### config.mk
export PLATFORM = sky130hd
export DESIGN_NAME = video_out
export DESIGN_NICKNAME = d
export VERILOG_FILES = /design/src/video_pkg.sv /design/src/color_if.sv /design/src/pixel_if.sv /design/src/video_out.sv /design/src/dac_dither.sv /design/src/palette_cram.sv /design/src/pixel_select.sv
export VERILOG_INCLUDE_DIRS = /design/src /design/src/src
export SDC_FILE = /design/constraint.sdc
export NUM_CORES = 2
export LEC_CHECK = 0
export BUFFER_PORTS_ARGS = -buffer_cell sky130_fd_sc_hd__buf_2
export CAP_MARGIN = 10
export CELL_PAD_IN_SITES_DETAIL_PLACEMENT = 2
export CELL_PAD_IN_SITES_GLOBAL_PLACEMENT = 2
export CORE_UTILIZATION = 30
export CTS_BUF_LIST = sky130_fd_sc_hd__clkbuf_8
export DETAILED_ROUTE_END_ITERATION = 8
export MAX_ROUTING_LAYER = met4
export PLACE_DENSITY = 0.62
export SKIP_LAST_GASP = 1
export SLEW_MARGIN = 10
export SYNTH_ARGS = -nofsm -noshare
export SYNTH_HDL_FRONTEND = slang
export SYNTH_HIERARCHICAL = 1
export SYNTH_SLANG_ARGS = --single-unit
### constraint.sdc
create_clock -name clk -period 5.26 [get_ports clk]
set_input_delay 0.526 -clock clk [delete_from_list [all_inputs] [get_ports clk]]
set_output_delay 0.526 -clock clk [all_outputs]
set_load 0.1 [all_outputs]
### src/video_params.svh
// widths are sized for a 15-bit CRAM word and a 2-bit DAC; changing them breaks the dither table
`ifndef VIDEO_PARAMS_SVH
`define VIDEO_PARAMS_SVH

// palette index width
`define VIDEO_IDX_W 8

// colour RAM entries, one per index value
`define VIDEO_CRAM_DEPTH 256

// per channel fine level, drives the PWM pattern
`define VIDEO_FINE_W 3

// per channel coarse level, same as DAC bits
`define VIDEO_COARSE_W 2

// select, cram read and dac register stages
`define VIDEO_LATENCY 3

`endif
### src/video_pkg.sv
// type definitions only; field order of rgb15_t must match the CPU's CRAM word layout
`include "video_params.svh"

package video_pkg;

	// which pixel source is active
	typedef enum logic
	{
		SRC_TV  = 1'b0,
		SRC_VGA = 1'b1
	} video_src_t;

	// one colour channel, coarse in the upper bits
	typedef struct packed
	{
		logic [`VIDEO_COARSE_W-1:0] coarse;
		logic [`VIDEO_FINE_W-1:0]   fine;
	} chan_t;

	// red sits at bits 14:10, blue at 4:0
	typedef struct packed
	{
		chan_t red;
		chan_t grn;
		chan_t blu;
	} rgb15_t;

	// levels presented to the resistor DAC
	typedef struct packed
	{
		logic [`VIDEO_COARSE_W-1:0] red;
		logic [`VIDEO_COARSE_W-1:0] grn;
		logic [`VIDEO_COARSE_W-1:0] blu;
	} dac_rgb_t;

endpackage

### src/color_if.sv
// free-running stream, no handshake; one looked-up colour per clock
`timescale 1ns/100ps

interface color_if
	import video_pkg::*;
();

	// colour word read from the CRAM
	rgb15_t color;

	// sideband aligned with color
	logic       blank;
	video_src_t src;
	logic       line;

	modport src_mp
	(
		output color,
		output blank,
		output src,
		output line
	);

	modport dst_mp
	(
		input color,
		input blank,
		input src,
		input line
	);

endinterface

### src/pixel_if.sv
// free-running stream, no handshake; one palette index per clock
`timescale 1ns/100ps
`include "video_params.svh"

interface pixel_if
	import video_pkg::*;
();

	// palette index into the colour RAM
	logic [`VIDEO_IDX_W-1:0] index;

	// sideband travelling with the index
	logic       blank;
	video_src_t src;
	logic       line;

	modport src_mp
	(
		output index,
		output blank,
		output src,
		output line
	);

	modport dst_mp
	(
		input index,
		input blank,
		input src,
		input line
	);

endinterface

### src/video_out.sv
// synchronous only; vXXX0 and vXXX1 are the two half-cycle levels, muxed outside by a DDR cell
`timescale 1ns/100ps
`include "video_params.svh"

module video_out
	import video_pkg::*;
(
	input  logic                    clk,
	input  logic                    rst,
	input  logic                    c3,
	input  logic                    vga_on,
	input  logic                    tv_blank,
	input  logic                    vga_blank,
	input  logic                    vga_line,
	input  logic [1:0]              plex_sel,
	input  logic                    tv_hires,
	input  logic                    vga_hires,
	input  logic [3:0]              palsel,
	input  logic [14:0]             cram_data,
	input  logic [`VIDEO_IDX_W-1:0] cram_addr,
	input  logic                    cram_we,
	input  logic [`VIDEO_IDX_W-1:0] tv_pix,
	input  logic [`VIDEO_IDX_W-1:0] vga_pix,
	output logic [1:0]              vred0,
	output logic [1:0]              vgrn0,
	output logic [1:0]              vblu0,
	output logic [1:0]              vred1,
	output logic [1:0]              vgrn1,
	output logic [1:0]              vblu1
);

	pixel_if pix_bus ();
	color_if col_bus ();

	dac_rgb_t dac0;
	dac_rgb_t dac1;

	pixel_select pixel_select_i (
		.clk       (clk),
		.rst       (rst),
		.vga_on    (vga_on),
		.tv_blank  (tv_blank),
		.vga_blank (vga_blank),
		.vga_line  (vga_line),
		.plex_sel  (plex_sel),
		.tv_hires  (tv_hires),
		.vga_hires (vga_hires),
		.palsel    (palsel),
		.c3        (c3),
		.tv_pix    (tv_pix),
		.vga_pix   (vga_pix),
		.pix       (pix_bus.src_mp)
	);

	palette_cram palette_cram_i (
		.clk       (clk),
		.rst       (rst),
		.cram_we   (cram_we),
		.cram_addr (cram_addr),
		.cram_data (rgb15_t'(cram_data)),
		.pix       (pix_bus.dst_mp),
		.col       (col_bus.src_mp)
	);

	dac_dither dac_dither_i (
		.clk  (clk),
		.rst  (rst),
		.col  (col_bus.dst_mp),
		.dac0 (dac0),
		.dac1 (dac1)
	);

	// split the DAC structs onto the pins
	assign vred0 = dac0.red;
	assign vgrn0 = dac0.grn;
	assign vblu0 = dac0.blu;
	assign vred1 = dac1.red;
	assign vgrn1 = dac1.grn;
	assign vblu1 = dac1.blu;

endmodule

### src/dac_dither.sv
// two sub-phase values per clock; the board's DDR output cell must pick dac0 then dac1
`timescale 1ns/100ps
`include "video_params.svh"

module dac_dither
	import video_pkg::*;
(
	input  logic    clk,
	input  logic    rst,
	color_if.dst_mp col,
	output dac_rgb_t dac0,
	output dac_rgb_t dac1
);

	logic [2:0] ph;
	logic [1:0] phase;

	// ordered PWM patterns, one per fine level
	function automatic logic [7:0] pwm_pattern(input logic [`VIDEO_FINE_W-1:0] fine);
		case (fine)
			3'd0:    return 8'b00000000;
			3'd1:    return 8'b00000001;
			3'd2:    return 8'b01000001;
			3'd3:    return 8'b01000101;
			3'd4:    return 8'b10100101;
			3'd5:    return 8'b10100111;
			3'd6:    return 8'b11010111;
			default: return 8'b11011111;
		endcase
	endfunction

	// bump coarse by one where the pattern bit is set, never past full scale
	function automatic logic [`VIDEO_COARSE_W-1:0] dither_level(input chan_t ch,
		input logic [2:0] bit_sel);
		logic [7:0] pat;
		pat = pwm_pattern(ch.fine);
		if (pat[bit_sel] && (ch.coarse != '1))
			return ch.coarse + 1'b1;
		else
			return ch.coarse;
	endfunction

	// free-running phase counter
	always_ff @(posedge clk)
	begin
		if (rst)
			ph <= 3'd0;
		else
			ph <= ph + 3'd1;
	end

	// VGA takes the line parity so adjacent lines use opposite pattern halves
	assign phase = {(col.src == SRC_VGA) ? col.line : ph[1], ph[0]};

	always_ff @(posedge clk)
	begin
		if (rst || col.blank)
		begin
			dac0 <= '0;
			dac1 <= '0;
		end
		else
		begin
			dac0.red <= dither_level(col.color.red, {phase, 1'b0});
			dac0.grn <= dither_level(col.color.grn, {phase, 1'b0});
			dac0.blu <= dither_level(col.color.blu, {phase, 1'b0});
			dac1.red <= dither_level(col.color.red, {phase, 1'b1});
			dac1.grn <= dither_level(col.color.grn, {phase, 1'b1});
			dac1.blu <= dither_level(col.color.blu, {phase, 1'b1});
		end
	end

endmodule

### src/palette_cram.sv
// contents are undefined until the CPU writes them; read during a same-address write gives old word
`timescale 1ns/100ps
`include "video_params.svh"

module palette_cram
	import video_pkg::*;
(
	input  logic                    clk,
	input  logic                    rst,
	input  logic                    cram_we,
	input  logic [`VIDEO_IDX_W-1:0] cram_addr,
	input  rgb15_t                  cram_data,
	pixel_if.dst_mp                 pix,
	color_if.src_mp                 col
);

	rgb15_t mem [0:`VIDEO_CRAM_DEPTH-1];

	// CPU write port and video read port share the clock
	always_ff @(posedge clk)
	begin
		if (cram_we)
			mem[cram_addr] <= cram_data;
		col.color <= mem[pix.index];
	end

	// sideband follows the read latency
	always_ff @(posedge clk)
	begin
		if (rst)
		begin
			col.blank <= 1'b1;
			col.src   <= SRC_TV;
			col.line  <= 1'b0;
		end
		else
		begin
			col.blank <= pix.blank;
			col.src   <= pix.src;
			col.line  <= pix.line;
		end
	end

endmodule

### src/pixel_select.sv
// tv_pix must be stable while c3 is high; TV blank and hires are taken directly, not via c3
`timescale 1ns/100ps
`include "video_params.svh"

module pixel_select
	import video_pkg::*;
(
	input  logic                    clk,
	input  logic                    rst,
	input  logic                    vga_on,
	input  logic                    tv_blank,
	input  logic                    vga_blank,
	input  logic                    vga_line,
	input  logic [1:0]              plex_sel,
	input  logic                    tv_hires,
	input  logic                    vga_hires,
	input  logic [3:0]              palsel,
	input  logic                    c3,
	input  logic [`VIDEO_IDX_W-1:0] tv_pix,
	input  logic [`VIDEO_IDX_W-1:0] vga_pix,
	pixel_if.src_mp                 pix
);

	logic [`VIDEO_IDX_W-1:0] tv_pix_q;
	logic [`VIDEO_IDX_W-1:0] cur_pix;
	logic [`VIDEO_IDX_W-1:0] cur_index;
	logic                    cur_hires;
	logic                    cur_blank;
	logic                    cur_nib;
	video_src_t              cur_src;

	// TV pixel sampled on the pixel clock enable
	always_ff @(posedge clk)
	begin
		if (c3)
			tv_pix_q <= tv_pix;
	end

	// source mux
	always_comb
	begin
		cur_src   = vga_on ? SRC_VGA : SRC_TV;
		cur_pix   = vga_on ? vga_pix : tv_pix_q;
		cur_hires = vga_on ? vga_hires : tv_hires;
		cur_blank = vga_on ? vga_blank : tv_blank;
		cur_nib   = vga_on ? plex_sel[0] : plex_sel[1];
	end

	// hires uses one nibble, palsel supplies the upper half
	always_comb
	begin
		if (!cur_hires)
			cur_index = cur_pix;
		else if (cur_nib)
			cur_index = {palsel, cur_pix[3:0]};
		else
			cur_index = {palsel, cur_pix[7:4]};
	end

	always_ff @(posedge clk)
	begin
		if (rst)
		begin
			pix.blank <= 1'b1;
			pix.src   <= SRC_TV;
			pix.line  <= 1'b0;
		end
		else
		begin
			pix.blank <= cur_blank;
			pix.src   <= cur_src;
			pix.line  <= vga_line;
		end
	end

	always_ff @(posedge clk)
	begin
		pix.index <= cur_index;
	end

endmodule

# Word level (Yosys, flattened, before mapping)
# Memory sizes are Yosys's and may differ from the RTL's. A register that Yosys moved wholly into a read port is not among the register bits.
# Index checks and enable logic that the tools add are counted.
totals:
  register_bits: 37
  mem_bits_rw: 3840
  input_bits: 55
  memories: 1
mem_list:
  columns: ["memory", "depth", "word_bits", "rd", "rd_clocked_by_memory_dff", "write_ports", "line_no", "rtl"]
  rows:
  - ["palette_cram_i.mem", 256, 15, 1, 1, 1, "palette_cram.sv:17", "rgb15_t mem [0:`VIDEO_CRAM_DEPTH-1];"]
op_classes:
  n_addsub: 4
  order_cmp: 2
  n_eq_ne: 21
  muxes: 34
  n_reduce_logical: 10
ops:
  columns: ["cell", "count"]
  rows:
  - ["8-bit case mux with 7 select lines", 3]
  - ["8-bit 2-to-1 mux", 5]
  - ["3-bit == test (second input constant)", 9]
  - ["3-bit by 2-bit == test with 1-bit output (second input constant)", 6]
  - ["1-bit 2-to-1 mux", 13]
  - ["1-bit binary-select mux with 2-bit select", 6]
  - ["2-bit 2-to-1 mux", 6]
  - ["3-bit by 1-bit == test with 1-bit output (second input constant)", 3]
  - ["3-bit logical NOT", 3]
  - ["3-bit by 4-bit < comparator with 1-bit output (second input constant)", 2]
  - ["2-bit by 1-bit adder with 2-bit output (second input constant)", 3]
  - ["1-bit logical AND", 6]
  - ["2-bit inequality test (second input constant)", 3]
  - ["4-bit 2-to-1 mux", 1]
  - ["3-bit by 1-bit adder with 3-bit output (second input constant)", 1]
  - ["1-bit logical OR", 1]

# Longest topological paths before layout
depth:
  ltp_word: 7
  mapped_depth: 12
  mapped_depth_nobuf: 6

# Cells and area by module
# Netlist, hierarchy kept.
by_module_without_submodules:
  columns: ["module", "instances", "cells_per_inst", "area_each_um2", "seq_area_each_um2"]
  rows:
  - ["palette_cram", 1, 6692, 147921.9, 115670.9]
  - ["pixel_select", 1, 61, 783.3, 460.4]
  - ["dac_dither", 1, 78, 745.7, 280.3]

# Worst setup path before layout
# No wires, ideal clock.
synth_path:
  path_kind: "input port to flip-flop"
  from: "input port cram_addr[3]"
  to: "memory palette_cram_i/mem[235][0] (netlist bit) (enable)"
  t_arrival_ns: 2.261
  t_required_ns: 4.874
  slack_ns: 2.612
  path_stages: 6
  path_buffers: 3
  path_cell_list: "clkbuf_1 > nor2b_1 > clkbuf_1 > nand4_1 > clkbuf_1 > nor2_1"
synth_lines:
  columns: ["item", "line_no", "rtl"]
  rows:
  - ["from (decl)", "video_out.sv:20", "input logic [`VIDEO_IDX_W-1:0] cram_addr,"]
  - ["to (decl)", "palette_cram.sv:17", null]
# Straight into the memory's write port.

==> results.ini <==
[hold_path]
hp-start=vga_pix[3]
min_path_type=in2reg

[cts]
cts-hold-fix-buffers=65
numCtsBuffers=656
cts_resized=0
clk_pin_slew_ps=60
numClockSinks=3891
cts_root_buffer=clkbuf_8
cts_tree=yes
worstSkewPairLatency_ps=1290
cts_max_path_buffers=4
h-tree-depth=6
post_cts_buffers=0

[synthesis]
yosys.area.top_type_share=0.773
synth_area_leaders=edfxtp_1 77%, mux4_2 13%, mux2i_1 1.4%
syn_nets=6889
ys_seq_area_frac=0.779
syn-instance-count=6831
ys_ff_latch=3891
async_reset_ff_frac=0
synth-edff-count=3848
synth_ff_type=edfxtp_1
syn_area_mm2=0.149
avgSynthCellArea_um2=21.9
synth_top_area_cell=edfxtp_1
yosys_warnings=6
ys_types=68

[worst_setup_path]
worst_path_most_repeated_cell=mux4_2
cp-start-kind=register
critPathSlowestCell=dfxtp_4
crit_type=reg2reg
cp-endpoint=palette_cram_i/col.color[10]
startpoint=pixel_select_i/pix.index[0]
r2r_cells=7
reg2reg_to=palette_cram_i/col.color[10]
timing.rr.start=pixel_select_i/pix.index[0]
endpoint_kind=register
crit_path_max_incr_delay_ps=1080
crit_chain=buf_12 > buf_4 > mux4_2 > mux4_2 > o211ai_1 > a22o_1 > nor3_1
rrSetupSlack_ps=650
critPathArrivalTime_ps=5730
critPathMaxFanout=39
required_ps=6380

[route]
wl_um=483000
drcViolationCount=0
via_count=78361
antenna_left=0
wl_per_cell_um=32.6
dr.pass1.iters=5
via_per_inst=5.29
drt-initial-drc-count=8861

[floorplanning]
dieArea_mm2=0.501
design.core.area_mm2=0.495
ios=67
num_rows=258
die_x_um=708
start_util=0.302
die_y_um=708

[placement]
place_congestion=0.837
dp_hpwl_um=291000
postPlaceCellArea_mm2=0.160
dp.cells=13584
portBuffers=66

[timing]
fin_hold_ws_ps=99.3
finalClockSkew_ps=137
period_minus_slack_ps=4610
fmax_mhz=217
tightestPinTransition_ps=1280
setup_viol=0
relSlewSlack=0.144
tns_ps=0
slew_violations=0
timing.final.crit_share=0.876
hold_viol=0
rsz0062_at_grt=false

[final_layout]
drive_above_1_share=0.289
n_fill_cell=47878
fin_cells=14826
nNetsFinal=7735
final-seq-area_mm2=0.116
design_area_mm2=0.172
multi_input_area_mm2=0.0306
area.growth.synth_to_final_pct=15.3

[power_and_ir_drop]
p_total_w=0.0660
power.leakage_nw=53.9
power-per-cell-area_mw_per_mm2=383
vdd_drop_max_v=0.000224

[grt]
grt_pass1_wl_um=670000
grt_usage=0.193
grt_max_degree=174
antenna_found_initial=35
gr-total-overflow=0
grt_pass1_vias=82655

[run_status]
status=completed

[flow_run]
drv_cap=0

[cells in the mapped netlist (12+ instances only)]
cell type / n
mux4_2: 840
nor3_2: 16
o21ai_0: 51
dfxtp_1: 43
a221oi_1: 42
buf_8: 13
nor2b_1: 32
mux2i_1: 204
o221ai_1: 72
edfxtp_1: 3848
buf_6: 58
nor2_1: 337
mux2_2: 79
o22ai_1: 91
nor3_1: 35
nand3_1: 28
nand2b_1: 15
a21oi_1: 135
a22oi_1: 223
o31ai_1: 12
a31oi_1: 26
buf_2: 69
clkbuf_1: 190
a211oi_1: 21
buf_4: 52
o211ai_1: 13
nand2_1: 70
a22o_1: 35
buf_1: 25
[layout by cell type (no fill, tap or decap), drive strengths merged, types with 5 or more instances in the layout]
cell type / netlist / layout
mux4: 840 / 840
nand2: 70 / 70
or2: 9 / 9
clkinvlp: 0 / 11
o31ai: 12 / 12
edfxtp: 3848 / 3848
o221ai: 76 / 76
a211oi: 23 / 23
nor2b: 32 / 32
a22o: 35 / 35
nand2b: 15 / 15
and3b: 6 / 6
a221oi: 53 / 53
a22oi: 223 / 223
o21ai: 61 / 61
a31oi: 26 / 26
clkbuf: 190 / 679
a21oi: 135 / 135
clkinv: 0 / 197
nand3: 28 / 28
o211ai: 13 / 13
diode: 0 / 35
buf: 226 / 539
nor3: 51 / 51
inv: 7 / 258
nand4: 9 / 9
dfxtp: 43 / 43
dlygate4sd3: 0 / 65
o22ai: 91 / 91
mux2: 79 / 79
mux2i: 205 / 205
o32ai: 17 / 17
nor2: 337 / 337
or3: 5 / 5
and2: 6 / 6
nor4: 22 / 22
[flip-flops by register name, summed over array words and instances (netlist names)]
signal,count
dac_dither_i/dac0,6
dac_dither_i/dac1,6
dac_dither_i/ph,2
palette_cram_i/col.blank,1
palette_cram_i/col.color,15
palette_cram_i/col.line,1
palette_cram_i/col.src,1
palette_cram_i/mem,3840
pixel_select_i/pix.blank,1
pixel_select_i/pix.index,8
pixel_select_i/pix.line,1
pixel_select_i/pix.src,1
pixel_select_i/tv_pix_q,8
[cell families after synthesis]
logic type | after synthesis | share of synthesized area
AO/OA/AOI/OAI | 781 | 0.0377
XOR/XNOR | 1 | 0.0000586
adder cells (fa/ha/maj) | 4 | 0.000327
buffers and inverters | 423 | 0.0174
flip-flops | 3891 | 0.779
multiplexers | 1124 | 0.146
AND/OR/NAND/NOR | 607 | 0.0193
[critical path: cells and delay by family (launching register included)]
| family | cells | cell delay [ps] |
|---|---|---|
| muxes | 2 | 1130 |
| AOI/OAI and AO/OA | 2 | 1130 |
| buffers and inverters | 2 | 820 |
| and+or+nand+nor | 1 | 260 |
| DFF | 1 | 1080 |
[where the power goes]
| part | internal (W) | switching, W |
|---|---|---|
| combinational | 0.00229 | 0.00417 |
| sequential | 0.0342 | 0.000296 |
| clock | 0.0122 | 0.0128 |
| total | 0.0487 | 0.0173 |
[final cells by class]
type                            count  area share
Sequential cell                  3891       0.676
Tap cell                         6630      0.0481
Timing Repair Buffer              604      0.0301
Clock inverter                    463      0.0134
Multi-Input combinational cell   2517       0.178
Clock buffer                      679      0.0542
Inverter                            7    0.000153
Antenna cell                       35    0.000508
[per-layer routing]
metal / part of all wire / global-route usage / vias up / wire length [um]
met5: 0 / - / - / 0
met4: 0.030 / 0.0577 / 0 / 14600
met3: 0.067 / 0.0286 / 684 / 32500
met2: 0.48 / 0.304 / 3238 / 230000
met1: 0.43 / 0.261 / 43656 / 206000
li1: - / - / 30783 / -
[worst min path at each step]
stage                             endpoint  slack [ps]  cells after the start
2_1_floorplan     palette_cram_i/col.blank         390                      1
3_5_place_dp      palette_cram_i/col.blank         400                      1
4_1_cts        pixel_select_i/pix.index[3]          10                      3
6_report       pixel_select_i/pix.index[3]         100                      3
3_3_place_gp      palette_cram_i/col.blank         400                      1
5_1_grt        pixel_select_i/pix.index[3]         110                      3
[per-stage QoR]
step | setup slack, ps | utilization
after floorplan | 2610 | -
after global placement | 566 | 0.323
after detailed placement | 548 | 0.323
after CTS | 611 | 0.348
after global routing | 648 | 0.348
final | 650 | 0.348
No activity file was read; power rests on OpenSTA's default activity.
